### config.mk
export PLATFORM = sky130hd
export DESIGN_NAME = trap_unit_top
export DESIGN_NICKNAME = d
export VERILOG_FILES = /design/src/verilog/rv_csr_pkg.sv /design/src/verilog/trap_cfg_pkg.sv /design/src/verilog/irq_arbiter.sv /design/src/verilog/trap_dispatch.sv /design/src/verilog/csr_file.sv /design/src/verilog/trap_unit_top.sv
export SDC_FILE = /design/constraint.sdc
export NUM_CORES = 1
export LEC_CHECK = 0
export BUFFER_PORTS_ARGS = -buffer_cell sky130_fd_sc_hd__clkbuf_2
export CAP_MARGIN = 20
export CORE_MARGIN = 2
export CORE_UTILIZATION = 45
export CTS_CLUSTER_DIAMETER = 50
export DETAILED_ROUTE_END_ITERATION = 16
export GPL_TIMING_DRIVEN = 1
export PLACE_DENSITY = 0.81
export REMOVE_ABC_BUFFERS = 1
export SLEW_MARGIN = 10
export SYNTH_ARGS = -nofsm -noshare
export SYNTH_HDL_FRONTEND = slang
export SYNTH_SLANG_ARGS = --single-unit
### constraint.sdc
create_clock -name clk -period 5 [get_ports clk]
set_input_delay 1.5 -clock clk [delete_from_list [all_inputs] [get_ports clk]]
set_output_delay 1.5 -clock clk [all_outputs]
set_load 0.05 [all_outputs]
### src/verilog/rv_csr_pkg.sv
/*
 * Architectural view of the RV32 machine-mode CSRs.
 * Holds the CSR address map, the mstatus and mcause field positions and
 * the union used to take apart a word written to a CSR.
 */
package rv_csr_pkg;

    // One CSR address as carried by the CSR access port.
    typedef logic [11:0] csr_addr_t;

    // Machine trap setup.
    localparam csr_addr_t csr_mstatus    = 12'h300;
    localparam csr_addr_t csr_misa       = 12'h301;
    localparam csr_addr_t csr_medeleg    = 12'h302;
    localparam csr_addr_t csr_mideleg    = 12'h303;
    localparam csr_addr_t csr_mie        = 12'h304;
    localparam csr_addr_t csr_mtvec      = 12'h305;
    localparam csr_addr_t csr_mstatush   = 12'h310;
    // Machine trap handling.
    localparam csr_addr_t csr_mscratch   = 12'h340;
    localparam csr_addr_t csr_mepc       = 12'h341;
    localparam csr_addr_t csr_mcause     = 12'h342;
    localparam csr_addr_t csr_mtval      = 12'h343;
    localparam csr_addr_t csr_mip        = 12'h344;
    // Machine information, all read-only.
    localparam csr_addr_t csr_mvendorid  = 12'hf11;
    localparam csr_addr_t csr_marchid    = 12'hf12;
    localparam csr_addr_t csr_mimpid     = 12'hf13;
    localparam csr_addr_t csr_mhartid    = 12'hf14;
    localparam csr_addr_t csr_mconfigptr = 12'hf15;

    // Field positions.
    localparam int mstatus_mie_bit  = 3;
    localparam int mstatus_mpie_bit = 7;
    localparam int mcause_int_bit   = 31;

    // Write word, seen raw, as mstatus or as mcause.
    typedef union packed {
        logic [31:0] raw;
        struct packed {
            logic [31:8] rsvd_hi;
            logic        mpie;
            logic [6:4]  rsvd_mid;
            logic        mie;
            logic [2:0]  rsvd_lo;
        } mstatus;
        struct packed {
            logic        interrupt;
            logic [30:5] rsvd;
            logic [4:0]  cause;
        } mcause;
    } csr_wdata_u;

endpackage

### src/verilog/trap_cfg_pkg.sv
/*
 * Implementation constants of the trap unit.
 * Widths, the external interrupt range and fixed CSR read values.
 */
package trap_cfg_pkg;

    // Data width of the core.
    localparam int xlen = 32;

    // Cause number as held in mcause.
    localparam int cause_w = 5;

    // Trap code as delivered by the pipeline.
    localparam int trap_cause_w = 4;

    // First external interrupt line, upper half of mip.
    localparam int irq_first = 16;

    // RV32IM, MXL = 1, I and M extension bits set.
    localparam logic [31:0] misa_value = 32'h4000_1100;

endpackage

### src/verilog/irq_arbiter.sv
/*
 * External interrupt latch and fixed-priority selector.
 * Registers the irq lines into their mip positions, masks them with mie
 * and returns the lowest pending number, or zero when none is pending.
 */
`timescale 1ns/1ps

module irq_arbiter #(
    parameter int irq_lo = trap_cfg_pkg::irq_first
) (
    input  logic                             clk,
    input  logic                             rst,
    input  logic [trap_cfg_pkg::xlen-1:irq_lo] irq,
    input  logic [trap_cfg_pkg::xlen-1:0]    mie,
    output logic [trap_cfg_pkg::xlen-1:0]    irq_pending_masked,
    output logic [trap_cfg_pkg::cause_w-1:0] irq_cause
);

    // Latched lines, low bits stay zero.
    logic [trap_cfg_pkg::xlen-1:0] irq_pending;

    always_ff @(posedge clk) begin
        if (rst) begin
            irq_pending <= '0;
        end else begin
            irq_pending                               <= '0;
            irq_pending[trap_cfg_pkg::xlen-1:irq_lo] <= irq;
        end
    end

    // This is what mip reads back.
    assign irq_pending_masked = irq_pending & mie;

    // Scan downwards so the lowest set bit is the last one to win.
    always_comb begin
        irq_cause = '0;
        for (int i = trap_cfg_pkg::xlen - 1; i >= irq_lo; i--) begin
            if (irq_pending_masked[i]) begin
                irq_cause = i[trap_cfg_pkg::cause_w-1:0];
            end
        end
    end

endmodule

### src/verilog/trap_dispatch.sv
/*
 * Chooses between an interrupt and a pipeline trap each cycle.
 * Interrupts rank above traps; the selected cause and PC go to the
 * CSR file to be saved at the next edge.
 */
`timescale 1ns/1ps

module trap_dispatch (
    input  logic                                  clk,
    input  logic                                  rst,
    input  logic [trap_cfg_pkg::cause_w-1:0]      irq_cause,
    input  logic                                  mstatus_mie,
    input  logic                                  insn_valid,
    input  logic [31:1]                           insn_pc,
    input  logic                                  trap,
    input  logic [trap_cfg_pkg::trap_cause_w-1:0] trap_cause,
    input  logic [31:1]                           trap_pc,
    output logic                                  take_irq,
    output logic                                  take_trap,
    output logic [trap_cfg_pkg::cause_w-1:0]      save_cause,
    output logic [31:1]                           save_pc
);

    localparam int pad_w = trap_cfg_pkg::cause_w - trap_cfg_pkg::trap_cause_w;

    // MIE as it was one cycle ago.
    logic mie_prev;

    always_ff @(posedge clk) begin
        if (rst) begin
            mie_prev <= 1'b0;
        end else begin
            mie_prev <= mstatus_mie;
        end
    end

    // Needs MIE high for two cycles running.
    // Gives the handler one instruction after re-enabling.
    assign take_irq = (irq_cause != '0) && insn_valid && mstatus_mie && mie_prev;

    // A trap only goes through when no interrupt claims the cycle.
    assign take_trap = trap && !take_irq;

    always_comb begin
        if (take_irq) begin
            save_cause = irq_cause;
            save_pc    = insn_pc;
        end else begin
            // Trap code zero-extended to the mcause width.
            save_cause = {{pad_w{1'b0}}, trap_cause};
            save_pc    = trap_pc;
        end
    end

endmodule

### src/verilog/csr_file.sv
/*
 * Machine-mode CSR storage with combinational read decode.
 * Updated at each edge by reset, MRET, a taken exception or a CSR write,
 * in that order of priority.
 */
`timescale 1ns/1ps

module csr_file #(
    parameter logic [31:0] hartid = 32'h0000_0000
) (
    input  logic                             clk,
    input  logic                             rst,
    input  rv_csr_pkg::csr_addr_t            csr_addr,
    input  logic                             csr_we,
    input  logic [trap_cfg_pkg::xlen-1:0]    csr_wdata,
    input  logic [trap_cfg_pkg::xlen-1:0]    irq_pending_masked,
    input  logic                             take_irq,
    input  logic                             take_trap,
    input  logic [trap_cfg_pkg::cause_w-1:0] save_cause,
    input  logic [31:1]                      save_pc,
    input  logic                             mret,
    output logic [trap_cfg_pkg::xlen-1:0]    csr_rdata,
    output logic                             csr_exists,
    output logic                             csr_rdonly,
    output logic [trap_cfg_pkg::xlen-1:0]    mie,
    output logic                             mstatus_mie,
    output logic [31:2]                      trap_vector,
    output logic [31:1]                      ret_epc
);

    // Stored state.
    logic                             mstatus_mpie;
    logic [31:2]                      mtvec;
    logic [trap_cfg_pkg::xlen-1:0]    mscratch;
    logic [31:1]                      mepc;
    logic                             mcause_int;
    logic [trap_cfg_pkg::cause_w-1:0] mcause_no;

    // Written word split into its field views.
    rv_csr_pkg::csr_wdata_u wdata_u;

    // Read-back words built from the fields.
    logic [trap_cfg_pkg::xlen-1:0] mstatus_rd;
    logic [trap_cfg_pkg::xlen-1:0] mcause_rd;

    assign wdata_u.raw = csr_wdata;
    assign trap_vector = mtvec;
    assign ret_epc     = mepc;

    always_comb begin
        mstatus_rd                               = '0;
        mstatus_rd[rv_csr_pkg::mstatus_mie_bit]  = mstatus_mie;
        mstatus_rd[rv_csr_pkg::mstatus_mpie_bit] = mstatus_mpie;
        mcause_rd                                = '0;
        mcause_rd[rv_csr_pkg::mcause_int_bit]    = mcause_int;
        mcause_rd[trap_cfg_pkg::cause_w-1:0]     = mcause_no;
    end

    // Read decode.
    always_comb begin
        csr_exists = 1'b1;
        csr_rdonly = 1'b0;
        csr_rdata  = '0;
        case (csr_addr)
            rv_csr_pkg::csr_mstatus:  csr_rdata = mstatus_rd;
            rv_csr_pkg::csr_misa:     csr_rdata = trap_cfg_pkg::misa_value;
            rv_csr_pkg::csr_mie:      csr_rdata = mie;
            rv_csr_pkg::csr_mtvec:    csr_rdata = {mtvec, 2'b00};
            rv_csr_pkg::csr_mip:      csr_rdata = irq_pending_masked;
            rv_csr_pkg::csr_mscratch: csr_rdata = mscratch;
            rv_csr_pkg::csr_mepc:     csr_rdata = {mepc, 1'b0};
            rv_csr_pkg::csr_mcause:   csr_rdata = mcause_rd;
            // No delegation, no high status half, no trap value.
            rv_csr_pkg::csr_medeleg,
            rv_csr_pkg::csr_mideleg,
            rv_csr_pkg::csr_mstatush,
            rv_csr_pkg::csr_mtval:    csr_rdata = '0;
            // Identification block.
            rv_csr_pkg::csr_mhartid: begin
                csr_rdonly = 1'b1;
                csr_rdata  = hartid;
            end
            rv_csr_pkg::csr_mvendorid,
            rv_csr_pkg::csr_marchid,
            rv_csr_pkg::csr_mimpid,
            rv_csr_pkg::csr_mconfigptr: begin
                csr_rdonly = 1'b1;
            end
            default: begin
                csr_exists = 1'b0;
            end
        endcase
    end

    // Update.
    always_ff @(posedge clk) begin
        if (rst) begin
            mstatus_mie  <= 1'b0;
            mstatus_mpie <= 1'b0;
            mie          <= '0;
            mtvec        <= '0;
            mscratch     <= '0;
            mepc         <= '0;
            mcause_int   <= 1'b0;
            mcause_no    <= '0;
        end else if (mret) begin
            // Return restores the enable saved on entry.
            mstatus_mie <= mstatus_mpie;
        end else if (take_irq || take_trap) begin
            mstatus_mpie <= mstatus_mie;
            mstatus_mie  <= 1'b0;
            mepc         <= save_pc;
            mcause_int   <= take_irq;
            mcause_no    <= save_cause;
        end else if (csr_we && csr_exists && !csr_rdonly) begin
            // Constant CSRs fall through and ignore the write.
            case (csr_addr)
                rv_csr_pkg::csr_mstatus: begin
                    mstatus_mie  <= wdata_u.mstatus.mie;
                    mstatus_mpie <= wdata_u.mstatus.mpie;
                end
                rv_csr_pkg::csr_mie:      mie      <= wdata_u.raw;
                rv_csr_pkg::csr_mtvec:    mtvec    <= wdata_u.raw[31:2];
                rv_csr_pkg::csr_mscratch: mscratch <= wdata_u.raw;
                rv_csr_pkg::csr_mepc:     mepc     <= wdata_u.raw[31:1];
                rv_csr_pkg::csr_mcause: begin
                    mcause_int <= wdata_u.mcause.interrupt;
                    mcause_no  <= wdata_u.mcause.cause;
                end
                default: begin
                end
            endcase
        end
    end

endmodule

### src/verilog/trap_unit_top.sv
/*
 * Machine-mode trap and CSR unit of a small RV32 core.
 * Connects the interrupt arbiter, the trap dispatcher and the CSR file.
 * The pipeline drives the trap, MRET and CSR access strobes directly.
 */
`timescale 1ns/1ps

module trap_unit_top #(
    parameter logic [31:0] hartid = 32'h0000_0000,
    parameter int          irq_lo = trap_cfg_pkg::irq_first
) (
    input  logic                                  clk,
    input  logic                                  rst,
    input  logic [31:irq_lo]                      irq,
    input  rv_csr_pkg::csr_addr_t                 csr_addr,
    input  logic                                  csr_we,
    input  logic [trap_cfg_pkg::xlen-1:0]         csr_wdata,
    output logic [trap_cfg_pkg::xlen-1:0]         csr_rdata,
    output logic                                  csr_exists,
    output logic                                  csr_rdonly,
    input  logic                                  trap,
    input  logic [trap_cfg_pkg::trap_cause_w-1:0] trap_cause,
    input  logic [31:1]                           trap_pc,
    input  logic                                  insn_valid,
    input  logic [31:1]                           insn_pc,
    input  logic                                  mret,
    output logic                                  exception,
    output logic [31:2]                           trap_vector,
    output logic [31:1]                           ret_epc
);

    logic [trap_cfg_pkg::xlen-1:0]    irq_pending_masked;
    logic [trap_cfg_pkg::cause_w-1:0] irq_cause;
    logic [trap_cfg_pkg::xlen-1:0]    mie;
    logic                             mstatus_mie;
    logic                             take_irq;
    logic                             take_trap;
    logic [trap_cfg_pkg::cause_w-1:0] save_cause;
    logic [31:1]                      save_pc;

    // Redirect request to the fetch stage.
    assign exception = take_irq | take_trap;

    irq_arbiter #(
        .irq_lo (irq_lo)
    ) u_irq_arbiter (
        .clk                (clk),
        .rst                (rst),
        .irq                (irq),
        .mie                (mie),
        .irq_pending_masked (irq_pending_masked),
        .irq_cause          (irq_cause)
    );

    trap_dispatch u_trap_dispatch (
        .clk         (clk),
        .rst         (rst),
        .irq_cause   (irq_cause),
        .mstatus_mie (mstatus_mie),
        .insn_valid  (insn_valid),
        .insn_pc     (insn_pc),
        .trap        (trap),
        .trap_cause  (trap_cause),
        .trap_pc     (trap_pc),
        .take_irq    (take_irq),
        .take_trap   (take_trap),
        .save_cause  (save_cause),
        .save_pc     (save_pc)
    );

    csr_file #(
        .hartid (hartid)
    ) u_csr_file (
        .clk                (clk),
        .rst                (rst),
        .csr_addr           (csr_addr),
        .csr_we             (csr_we),
        .csr_wdata          (csr_wdata),
        .irq_pending_masked (irq_pending_masked),
        .take_irq           (take_irq),
        .take_trap          (take_trap),
        .save_cause         (save_cause),
        .save_pc            (save_pc),
        .mret               (mret),
        .csr_rdata          (csr_rdata),
        .csr_exists         (csr_exists),
        .csr_rdonly         (csr_rdonly),
        .mie                (mie),
        .mstatus_mie        (mstatus_mie),
        .trap_vector        (trap_vector),
        .ret_epc            (ret_epc)
    );

endmodule

==> flow_summary.toml <==
[outcome]
status = "completed"

[synthesis]
synth_cells = 914
ys_seq_elements = 150
yosysSeqAreaShare = 0.395
yosys_most_used_dff = "dfxtp_1"
ys_types = 56
yosysWarnings = 0
async_reset_ff_frac = 0
syn_avg_cell_area_um2 = 8.32
synth_edf_count = 0
syn_area_um2 = 7610

[detailed_routing]
drc = 0
first_pass_iters = 6
drtIter0Drc = 955
postRouteAntennaNets = 0
vias = 8150
drt-total-wl_um = 26500
wl_per_cell_um = 20.0
vias_per_cell = 6.15

[clocking]
htree_levels = 4
clockBufferDepth = 2
cts_made_buffers = 17
insertion_delay_ns = 0.42
cts_tree = "built"
cts_num_sinks = 150
cts_root_buf = "clkbuf_16"
path_clk_slew_ns = 0.06
postCtsSetupBuffers = 0
ctsHoldBuffers = 0
cts_resized = 0

[sta]
finalSetupViolations = 0
fin_hold_ws_ns = 0.461
setup_slack_ns = 0.222
hold_viol = 0
slew_viol_final = 0
rsz0062_at_grt = "no"
final.min_clock_period_ns = 4.78
max_freq_ghz = 0.209
fin_skew_ns = 0.0174
post-route-period-util = 0.956
worst_pin_slew_ns = 1.13
max_slew_margin = 0.249

[worst_setup_path]
crit_path_end_kind = "output port"
rr_startpoint = "u_csr_file.mie[21]"
path_class = "input port to output port"
crit_start = "csr_addr[2]"
crit_required_ns = 3.50
worstRegToRegCells = 6
path_max_fanout = 14
cp.arrival_ns = 3.28
cp-start-kind = "input port"

[floorplan]
initial_utilization = 0.459
die_w_um = 134
die_h_um = 134
die_area_um2 = 18000
io_pins = 228
fp-row-count = 47
core-area_um2 = 16600

[global_route]
grt_start_max_net_pins = 81
antenna_found_initial = 1
grtUsageTotal = 0.288
grt-ovfl-total = 0
first_global_vias = 7734
grt_pass1_wl_um = 41100

[layout]
final_nets = 1225
syn_to_final_growth_pct = 28.4
filler_cell_count = 1490
n_antenna_cell = 0
layout_commonest_cell = "clkbuf_2"
fin_util = 0.589
drive_above_1_share = 0.273
final_cell_mix = "clkbuf_2, nand2_1, dfxtp_1, mux2i_1, a21oi_1"

[placed_design]
portBuffers = 227
dp_hpwl_um = 16800
post-place-ws_ns = 0.272
gp_congestion = 0.829

[flow_run]
drv_cap = 0

[power_and_ir_drop]
power.density_nw_per_um2 = 288
leakagePower_uw = 0.00399
peakVddDrop_mv = 0.236

[hold_path]
hp-class = "register to register"
min_path_cells = 2
hp-start = "u_csr_file.mie[8]"
## state kept, by name, summed over array words and instances (netlist names)
name	count
u_csr_file.mstatus_mpie	1
u_csr_file.mie	32
u_csr_file.ret_epc	31
u_csr_file.trap_vector	30
u_trap_dispatch.mie_prev	1
u_csr_file.mscratch	32
u_csr_file.mcause_no	5
u_csr_file.mcause_int	1
u_csr_file.mstatus_mie	1
u_irq_arbiter.irq_pending	16
## layer usage
metal	vias up	GRT usage	routed length [um]
met2	473	0.464	12300
met1	3857	0.386	11100
met3	52	0.0605	2580
li1	3768	-	-
met5	-	0	0
met4	0	0.0936	540
## power by group
group / switching [uW] / internal [uW] / leakage, uW / total [uW]
clock: 519 / 791 / 0.000289 / 1310
combinational: 172 / 92.3 / 0.00249 / 265
sequential: 19.7 / 1220 / 0.00122 / 1240
total: 711 / 2100 / 0.00399 / 2810
## cell families (layout without fill, tap and decap cells)
family,count (synthesis),count (layout),share of synthesized area
compound gates,244,244,0.243
buf+inv,105,297,0.0566
flops,150,150,0.395
mux,62,62,0.0817
simple gates,353,353,0.224
## worst max-delay path, cell delays in order
cell and delay, ns:
clkbuf_2 0.25, nor4bb_1 0.29, and4_1 0.29, buf_4 0.20, a21oi_1 0.08, o21ai_0 0.46
buf_12 0.21
## worst paths after layout
path	end	slack (ns)
setup / recovery	csr_rdata[20]	0.22
hold / removal	u_csr_file.mie[8]	0.46
setup reg to reg	u_csr_file.ret_epc[18]	1.96
hold reg to reg	u_csr_file.mie[8]	0.46
## final cells by class
| class | instances | area (um^2) | share of cell area |
|---|---|---|---|
| Multi-Input combinational cell | 659 | 4230 | 0.433 |
| Clock buffer | 22 | 484 | 0.0496 |
| Sequential cell | 150 | 3000 | 0.307 |
| Timing Repair Buffer | 249 | 1600 | 0.163 |
| Clock inverter | 10 | 119 | 0.0122 |
| Inverter | 16 | 62.6 | 0.00641 |
| Tap cell | 220 | 275 | 0.0282 |
## synth_stat cells (all sizes together), types with 4 or more instances
library cell / instances / share of area
nand3: 44 / 0.029
and4: 5 / 0.0058
a221o: 4 / 0.0053
a22o: 6 / 0.0069
nand2b: 7 / 0.0058
a21oi: 57 / 0.037
and3: 7 / 0.0058
nor2: 39 / 0.019
clkbuf: 69 / 0.034
a222oi: 30 / 0.039
inv: 16 / 0.0079
a22oi: 9 / 0.0089
dfxtp: 150 / 0.39
nand2: 166 / 0.082
mux2i: 61 / 0.080
nor3: 11 / 0.0079
o32ai: 31 / 0.036
nor2b: 51 / 0.042
o41ai: 32 / 0.037
o21ai: 20 / 0.015
nor4: 4 / 0.0041
a211oi: 27 / 0.027
o22ai: 4 / 0.0033
buf: 20 / 0.015
## stage by stage
| stage | total power, uW | cells | setup TNS [ns] | area, um^2 |
|---|---|---|---|---|
| 2_1_floorplan | 1390 | 825 | -53.97 | 7240 |
| 3_3_place_gp | 1520 | 1294 | 0 | 9160 |
| 3_5_place_dp | 1520 | 1294 | 0 | 9160 |
| 4_1_cts | 2820 | 1326 | 0 | 9770 |
| 5_1_grt | 2890 | 1326 | 0 | 9770 |
| 6_report | 2810 | 1326 | 0 | 9770 |
Power figures use the tool's default switching activity.
